==> config.mk <==
export PLATFORM = sky130hd
export DESIGN_NAME = transpose_unit
export DESIGN_NICKNAME = d
export VERILOG_FILES = /design/src/transpose_cfg_pkg.sv /design/src/transpose_types_pkg.sv /design/src/transpose_ctrl.sv /design/src/transpose_counters.sv /design/src/transpose_addr_gen.sv /design/src/transpose_buffer.sv /design/src/transpose_unit.sv
export SDC_FILE = /design/constraint.sdc
export NUM_CORES = 2
export LEC_CHECK = 0
export BUFFER_PORTS_ARGS = -buffer_cell sky130_fd_sc_hd__buf_2
export CAP_MARGIN = 20
export CORE_MARGIN = 4
export CORE_UTILIZATION = 30
export CTS_BUF_LIST = sky130_fd_sc_hd__clkbuf_16
export DETAILED_ROUTE_END_ITERATION = 8
export PLACE_DENSITY_LB_ADDON = 0.1
export SYNTH_ARGS = -nofsm -noshare
export SYNTH_HDL_FRONTEND = slang
export SYNTH_SLANG_ARGS = --single-unit
export TNS_END_PERCENT = 50
==> constraint.sdc <==
create_clock -name clk -period 3.8 [get_ports clk]
set_input_delay 0.19 -clock clk [delete_from_list [all_inputs] [get_ports clk]]
set_output_delay 0.19 -clock clk [all_outputs]
set_load 0.02 [all_outputs]
==> src/transpose_cfg_pkg.sv <==
package transpose_cfg_pkg;

	// element and beat sizing
	localparam int unsigned DAT_DW = 8;
	localparam int unsigned TOUT = 4;
	localparam int unsigned TIN = 16;

	// channel groups per buffer row, also the max group count
	localparam int unsigned LANE_RATIO = TIN / TOUT;

	localparam int unsigned BURST_LEN = 8;
	localparam int unsigned W_MAX = 32;

	localparam int unsigned BEAT_W = DAT_DW * TOUT;

	// one slice per pixel and group
	localparam int unsigned BUF_DEPTH = W_MAX * LANE_RATIO;
	localparam int unsigned BUF_AW = $clog2(BUF_DEPTH);

	// csr field widths
	localparam int unsigned W_BITS = $clog2(W_MAX) + 1;
	localparam int unsigned GRP_BITS = $clog2(LANE_RATIO) + 1;

	// counter widths
	localparam int unsigned PIX_BITS = $clog2(BURST_LEN);
	localparam int unsigned GIDX_BITS = $clog2(LANE_RATIO);
	localparam int unsigned BURST_BITS = $clog2(W_MAX / BURST_LEN);

	// one spare bit so an out-of-range address stays visible
	localparam int unsigned XADDR_W = BUF_AW + 1;

endpackage

==> src/transpose_types_pkg.sv <==
package transpose_types_pkg;

	import transpose_cfg_pkg::*;

	typedef enum logic {
		IDLE = 1'b0,
		BUSY = 1'b1
	} xpose_state_e;

	// tile shape from the csr side
	typedef struct packed {
		logic [W_BITS-1:0]   w_in;
		logic [GRP_BITS-1:0] ch_groups;
	} tile_cfg_t;

	// position of the beat currently offered
	typedef struct packed {
		logic [PIX_BITS-1:0]   pix;
		logic [GIDX_BITS-1:0]  grp;
		logic [BURST_BITS-1:0] burst;
		logic                  tile_last;
	} cnt_status_t;

	// one slice write into the transpose buffer
	typedef struct packed {
		logic              en;
		logic [BUF_AW-1:0] addr;
		logic [BEAT_W-1:0] data;
	} buf_wr_t;

endpackage

==> src/transpose_ctrl.sv <==
module transpose_ctrl
	import transpose_types_pkg::*;
(
	input  logic clk,
	input  logic rst_n,
	input  logic start,
	input  logic rd_resp_vld,
	input  logic buf_grant,
	input  logic tile_last,
	output logic rd_resp_rdy,
	output logic rd_fifo_pop,
	output logic beat_acc,
	output logic busy,
	output logic done
);

	xpose_state_e state;
	xpose_state_e state_nxt;
	logic         tile_end;

	assign busy = (state == BUSY);

	// only accept while busy and the buffer side can take it
	assign rd_resp_rdy = busy & buf_grant;
	assign beat_acc = rd_resp_vld & rd_resp_rdy;
	assign rd_fifo_pop = beat_acc;

	assign tile_end = beat_acc & tile_last;

	always_comb begin
		state_nxt = state;
		case (state)
			IDLE: begin
				if (start) begin
					state_nxt = BUSY;
				end
			end
			BUSY: begin
				// stay busy until the final beat, start is ignored here
				if (tile_end) begin
					state_nxt = IDLE;
				end
			end
			default: begin
				state_nxt = IDLE;
			end
		endcase
	end

	always_ff @(posedge clk or negedge rst_n) begin
		if (!rst_n) begin
			state <= IDLE;
			done <= 1'b0;
		end else begin
			state <= state_nxt;
			done <= tile_end;
		end
	end

	// done follows a busy cycle and lands in idle
	a_done_from_busy: assert property (@(posedge clk) disable iff (!rst_n)
		done |-> $past(state == BUSY) && (state == IDLE));

	// ready only inside a tile that a start opened
	a_rdy_after_start: assert property (@(posedge clk) disable iff (!rst_n)
		rd_resp_rdy |-> $past(state == BUSY) || $past(start));

endmodule

==> src/transpose_counters.sv <==
module transpose_counters
	import transpose_cfg_pkg::*, transpose_types_pkg::*;
(
	input  logic        clk,
	input  logic        rst_n,
	input  logic        start,
	input  tile_cfg_t   cfg,
	input  logic        beat_acc,
	output cnt_status_t status
);

	tile_cfg_t             cfg_q;
	logic [PIX_BITS-1:0]   pix_cnt;
	logic [GIDX_BITS-1:0]  grp_cnt;
	logic [BURST_BITS-1:0] burst_cnt;
	logic [W_BITS-1:0]     w_m1;
	logic [BURST_BITS-1:0] burst_max;
	logic [PIX_BITS-1:0]   pix_max;
	logic [GIDX_BITS-1:0]  grp_max;
	logic                  pix_wrap;
	logic                  grp_wrap;
	logic                  burst_wrap;

	always_ff @(posedge clk or negedge rst_n) begin
		if (!rst_n) begin
			cfg_q <= '0;
		end else if (start) begin
			cfg_q <= cfg;
		end
	end

	// index of the final burst
	assign w_m1 = cfg_q.w_in - W_BITS'(1);
	assign burst_max = BURST_BITS'(w_m1 >> PIX_BITS);

	// last burst is partial, ((w_in-1) mod BURST_LEN)+1 beats
	assign pix_max = (burst_cnt == burst_max) ? w_m1[PIX_BITS-1:0]
		: PIX_BITS'(BURST_LEN - 1);
	assign grp_max = GIDX_BITS'(cfg_q.ch_groups - GRP_BITS'(1));

	assign pix_wrap = (pix_cnt == pix_max);
	assign grp_wrap = (grp_cnt == grp_max);
	assign burst_wrap = (burst_cnt == burst_max);

	// pixel in burst, innermost
	always_ff @(posedge clk or negedge rst_n) begin
		if (!rst_n) begin
			pix_cnt <= '0;
		end else if (start) begin
			pix_cnt <= '0;
		end else if (beat_acc) begin
			if (pix_wrap) begin
				pix_cnt <= '0;
			end else begin
				pix_cnt <= pix_cnt + 1'b1;
			end
		end
	end

	always_ff @(posedge clk or negedge rst_n) begin
		if (!rst_n) begin
			grp_cnt <= '0;
		end else if (start) begin
			grp_cnt <= '0;
		end else if (beat_acc && pix_wrap) begin
			if (grp_wrap) begin
				grp_cnt <= '0;
			end else begin
				grp_cnt <= grp_cnt + 1'b1;
			end
		end
	end

	// burst, outermost
	always_ff @(posedge clk or negedge rst_n) begin
		if (!rst_n) begin
			burst_cnt <= '0;
		end else if (start) begin
			burst_cnt <= '0;
		end else if (beat_acc && pix_wrap && grp_wrap) begin
			if (burst_wrap) begin
				burst_cnt <= '0;
			end else begin
				burst_cnt <= burst_cnt + 1'b1;
			end
		end
	end

	assign status.pix = pix_cnt;
	assign status.grp = grp_cnt;
	assign status.burst = burst_cnt;
	assign status.tile_last = pix_wrap & grp_wrap & burst_wrap;

	// group must stay inside the configured channel groups
	a_grp_in_range: assert property (@(posedge clk) disable iff (!rst_n)
		beat_acc |-> (GRP_BITS'(grp_cnt) < cfg_q.ch_groups));

endmodule

==> src/transpose_addr_gen.sv <==
module transpose_addr_gen
	import transpose_cfg_pkg::*, transpose_types_pkg::*;
(
	input  logic              clk,
	input  logic              rst_n,
	input  logic              beat_acc,
	input  cnt_status_t       status,
	input  logic [BEAT_W-1:0] rd_dat,
	output buf_wr_t           wr
);

	logic [XADDR_W-1:0] abs_pix;
	logic [XADDR_W-1:0] abs_addr;
	logic               wr_en;
	logic [BUF_AW-1:0]  wr_addr;
	logic [BEAT_W-1:0]  wr_data;

	// pixel across bursts
	assign abs_pix = XADDR_W'(status.burst) * XADDR_W'(BURST_LEN) + XADDR_W'(status.pix);

	// pixel-major, channel group as the minor index
	assign abs_addr = abs_pix * XADDR_W'(LANE_RATIO) + XADDR_W'(status.grp);

	always_ff @(posedge clk or negedge rst_n) begin
		if (!rst_n) begin
			wr_en <= 1'b0;
		end else begin
			wr_en <= beat_acc;
		end
	end

	always_ff @(posedge clk) begin
		if (beat_acc) begin
			wr_addr <= abs_addr[BUF_AW-1:0];
			wr_data <= rd_dat;
		end
	end

	assign wr = '{en: wr_en, addr: wr_addr, data: wr_data};

	// back-to-back writes of one tile never reuse a slice
	a_addr_advances: assert property (@(posedge clk) disable iff (!rst_n)
		wr.en && $past(wr.en) |-> (wr.addr != $past(wr.addr)));

endmodule

==> src/transpose_buffer.sv <==
module transpose_buffer
	import transpose_cfg_pkg::*, transpose_types_pkg::*;
(
	input  logic              clk,
	input  logic              rst_n,
	input  buf_wr_t           wr,
	input  logic              rd_en,
	input  logic [BUF_AW-1:0] rd_addr,
	output logic [BEAT_W-1:0] rd_q
);

	logic [BEAT_W-1:0] mem [BUF_DEPTH];

	always_ff @(posedge clk) begin
		if (wr.en) begin
			mem[wr.addr] <= wr.data;
		end
	end

	// registered read, a same-address write in this cycle is not seen yet
	always_ff @(posedge clk or negedge rst_n) begin
		if (!rst_n) begin
			rd_q <= '0;
		end else if (rd_en) begin
			rd_q <= mem[rd_addr];
		end
	end

endmodule

==> src/transpose_unit.sv <==
module transpose_unit
	import transpose_cfg_pkg::*, transpose_types_pkg::*;
(
	input  logic              clk,
	input  logic              rst_n,

	input  logic              start,
	input  tile_cfg_t         cfg,

	// read response
	input  logic              rd_resp_vld,
	input  logic [BEAT_W-1:0] rd_dat,
	output logic              rd_resp_rdy,
	output logic              rd_fifo_pop,

	input  logic              buf_grant,

	output logic              busy,
	output logic              done,

	// readout for the next stage
	input  logic              rd_en,
	input  logic [BUF_AW-1:0] rd_addr,
	output logic [BEAT_W-1:0] rd_q
);

	logic        beat_acc;
	logic        tile_start;
	cnt_status_t status;
	buf_wr_t     wr;

	// a start during a tile must not disturb the counters
	assign tile_start = start & ~busy;

	transpose_ctrl u_ctrl (
		.clk         (clk),
		.rst_n       (rst_n),
		.start       (start),
		.rd_resp_vld (rd_resp_vld),
		.buf_grant   (buf_grant),
		.tile_last   (status.tile_last),
		.rd_resp_rdy (rd_resp_rdy),
		.rd_fifo_pop (rd_fifo_pop),
		.beat_acc    (beat_acc),
		.busy        (busy),
		.done        (done)
	);

	transpose_counters u_counters (
		.clk      (clk),
		.rst_n    (rst_n),
		.start    (tile_start),
		.cfg      (cfg),
		.beat_acc (beat_acc),
		.status   (status)
	);

	transpose_addr_gen u_addr_gen (
		.clk      (clk),
		.rst_n    (rst_n),
		.beat_acc (beat_acc),
		.status   (status),
		.rd_dat   (rd_dat),
		.wr       (wr)
	);

	transpose_buffer u_buffer (
		.clk     (clk),
		.rst_n   (rst_n),
		.wr      (wr),
		.rd_en   (rd_en),
		.rd_addr (rd_addr),
		.rd_q    (rd_q)
	);

endmodule

==> out/results.ini <==
[run_status]
outcome = complete, no violations

[sta]
fin_crit_sh = 0.862
setup_tns_ps = 0
max_freq_mhz = 305
setup_viol = 0
max_slew_margin = 0.149
rsz0062_at_grt = no
period_minus_slack_ps = 3280
maxSlewViolCount = 0
worstMarginPinSlew_ps = 1280
fin_hold_ws_ps = 189
skew_ps = 37.4
hold_viol_final = 0

[clock_network]
cts.sinks = 4184
clockRootBuffer = clkbuf_16
cts_buffers = 464
cts.path.max_buffers = 4
cts_tree = yes
cts_resized = 0
clock_latency_ps = 990
path_clk_slew_ps = 60
post_cts_buffers = 0
htree_levels = 5
hold_buffers = 100

[critical_path]
worstPathCellList = inv_1 -> ha_1 -> nor3b_1 -> xor2_1 -> o311a_1 -> o211ai_1 -> nor3b_1 -> a21oi_1 -> dlygate4sd3_1
start_kind = register
r2r_slack_ps = 520
cp.arrival_ps = 4210
worstPathRequired_ps = 4730
worstRegToRegCells = 9
critPathLaunch = u_counters.cfg_q[3]
path_class = reg -> reg
max_stage_delay_ps = 660
critical_path.endpoint_type = register
timing.rr.start = u_counters.cfg_q[3]
crit_family = compound AO/OA/AOI/OAI gates
slowest_stage = o211ai_1
rr_endpoint = u_ctrl.busy
critPathMostFrequentCell = nor3b_1
path_buf_inv = 2
path_max_fanout = 11
worstSetupEndpoint = u_ctrl.busy
cp.depth = 9

[route]
viasPerCell = 5.03
drt_iter0_drc = 7479
wl_per_cell_um = 32.4
finalWirelength_um = 523000
drc = 0
ant_nets = 0
num_vias = 81200
firstDrtPassIters = 5

[synthesis]
yosys_warnings = 0
syn-cell-area_um2 = 161000
async_flop_share = 0.0117
synth_area_leader_cell = edfxtp_1
synth_compound_area_frac = 0.0414
synthAdderAreaFrac = 0.000155
synth-xor-area-share = 0.000490
synth.area.mux_share = 0.150
synthTopCellsByArea = edfxtp_1 77%, mux4_2 8.1%, mux2i_1 4.3%, mux2_2 2.6%, o22ai_1 1.4%
yosysTopAreaCellShare = 0.771
synth_flop_cell = edfxtp_1
syn_inst = 7731
ys_seq_elements = 4184
synth-seq-area-share = 0.779
synth-edff-count = 4135
synth.avg_cell_area_um2 = 20.8
synth_top_family_by_area = multiplexers
synth_simple_gate_area_frac = 0.0141
synth.distinct_cells = 56
syn_nets = 7787

[cells_and_area]
finalNetCount = 8640
area_delta_synth_final_pct = 19.6
drive_gt1_frac = 0.277

[hold_path]
min_path_cells = 4
hold_class = in -> reg
hp-start = rd_resp_vld

[power]
power_density_nw_per_um2 = 518
peakVddDrop_mv = 0.376
leakage_nw = 61.8
finalPower_w = 0.0997

[place]
portBuffers = 87
gp_congestion = 0.768
dpl.hpwl_um = 303000

[global_route]
grt_overflow_total = 0
antenna_found_initial = 42
grt_pass1_wl_um = 713000
first_global_vias = 84200
track_usage = 0.186
grt_max_degree = 129

[floorplan]
core_um2 = 534000
chipWidth_um = 741
pin_count = 90
initial_core_util = 0.302
die_area_um2 = 548000
rows = 268
die_y_um = 741

[run]
drv_cap = 0

## report_power, final
part | internal [W] | total [W] | switching [W]
combinational | 0.00217 | 0.00592 | 0.00374
clock | 0.0244 | 0.0427 | 0.0183
sequential | 0.0508 | 0.0512 | 0.000368
total | 0.0774 | 0.0997 | 0.0224
## worst min path at each step
stage / to
after floorplan: u_addr_gen.wr_en
after global placement: u_addr_gen.wr_data[18]
after detailed placement: u_addr_gen.wr_data[31]
after CTS: u_counters.burst_cnt[1]
after global routing: u_addr_gen.wr_en
final: u_addr_gen.wr_en
## synthesized netlist by cell type, types with 62 or more instances
library cell / number
o31ai_1: 65
o221ai_1: 125
buf_2: 122
o22ai_1: 350
buf_4: 69
nor2b_1: 62
nor2_1: 165
mux2i_1: 686
nand2_1: 84
a21oi_1: 100
nor3_1: 63
a22oi_1: 64
clkbuf_1: 215
edfxtp_1: 4135
mux2_2: 374
mux4_2: 581
## layer usage
metal / track usage / share of wire
met1: 0.258 / 0.44
met2: 0.313 / 0.49
met3: 0.0202 / 0.043
met4: 0.0469 / 0.027
met5: 0 / 0
## flip-flops by register name, indices dropped and copies added (netlist names), 2 cells and up
name and count:
u_addr_gen.wr_data 32, u_counters.cfg_q 7, u_buffer.mem 4096, u_addr_gen.wr_addr 7
u_counters.grp_cnt 2, u_buffer.rd_q 32, u_counters.pix_cnt 3, u_counters.burst_cnt 2
## through the flow
stage,cells,area [um2],util,setup WS [ps]
after global routing,16100,193000,0.361,321
final,16100,193000,0.361,523
after global placement,15200,177000,0.331,-21.6
after CTS,16100,192000,0.361,563
after floorplan,7731,161000,-,125
after detailed placement,15200,177000,0.332,149
## tightest hold or removal path, delay by kind of cell
kind / cells / cell delay, ps
buffers and inverters: 3 / 800
AND/OR/NAND/NOR: 1 / 90
## layout make-up
class | count | area, um2
inverters | 8 | 30.0
well taps | 7155 | 8950
diodes | 17 | 42.5
repair buffers | 851 | 9340
flip-flops and latches | 4184 | 125000
clock inverters | 375 | 2640
fillers | 49500 | 341000
clock buffers | 470 | 11800
multi-input cells | 3075 | 34400
## kinds of logic (layout without fill, tap and decap cells)
kind of cell / Yosys count / in the layout
flip-flops: 4184 / 4184
multiplexers: 1641 / 1641
AO/OA/AOI/OAI: 946 / 946
AND/OR/NAND/NOR: 477 / 477
buffers and inverters: 472 / 1704
XOR/XNOR: 9 / 9
adder cells (fa/ha/maj): 2 / 2
other: 0 / 17
## layout by cell type, fill, tap and decap left out, types with 42 or more instances in the layout
| master | Yosys | final |
|---|---|---|
| clkinv_1 | 1 | 107 |
| o31ai_1 | 65 | 65 |
| buf_2 | 122 | 84 |
| o21ai_0 | 43 | 42 |
| a21oi_1 | 100 | 100 |
| mux4_2 | 581 | 581 |
| buf_4 | 69 | 436 |
| edfxtp_1 | 4135 | 4135 |
| nor2_1 | 165 | 42 |
| nand2_1 | 84 | 79 |
| nor2_4 | 0 | 122 |
| clkbuf_16 | 0 | 470 |
| mux2_2 | 374 | 374 |
| nor3_1 | 63 | 54 |
| dlygate4sd3_1 | 0 | 100 |
| mux2i_1 | 686 | 686 |
| a22oi_1 | 64 | 64 |
| clkinv_2 | 0 | 72 |
| o22ai_1 | 350 | 350 |
| o221ai_1 | 125 | 125 |
| buf_12 | 0 | 225 |
| dfrtp_1 | 49 | 49 |
| inv_1 | 6 | 140 |
| nor2b_1 | 62 | 60 |
Note: power is estimated with default switching activity, not from simulation.
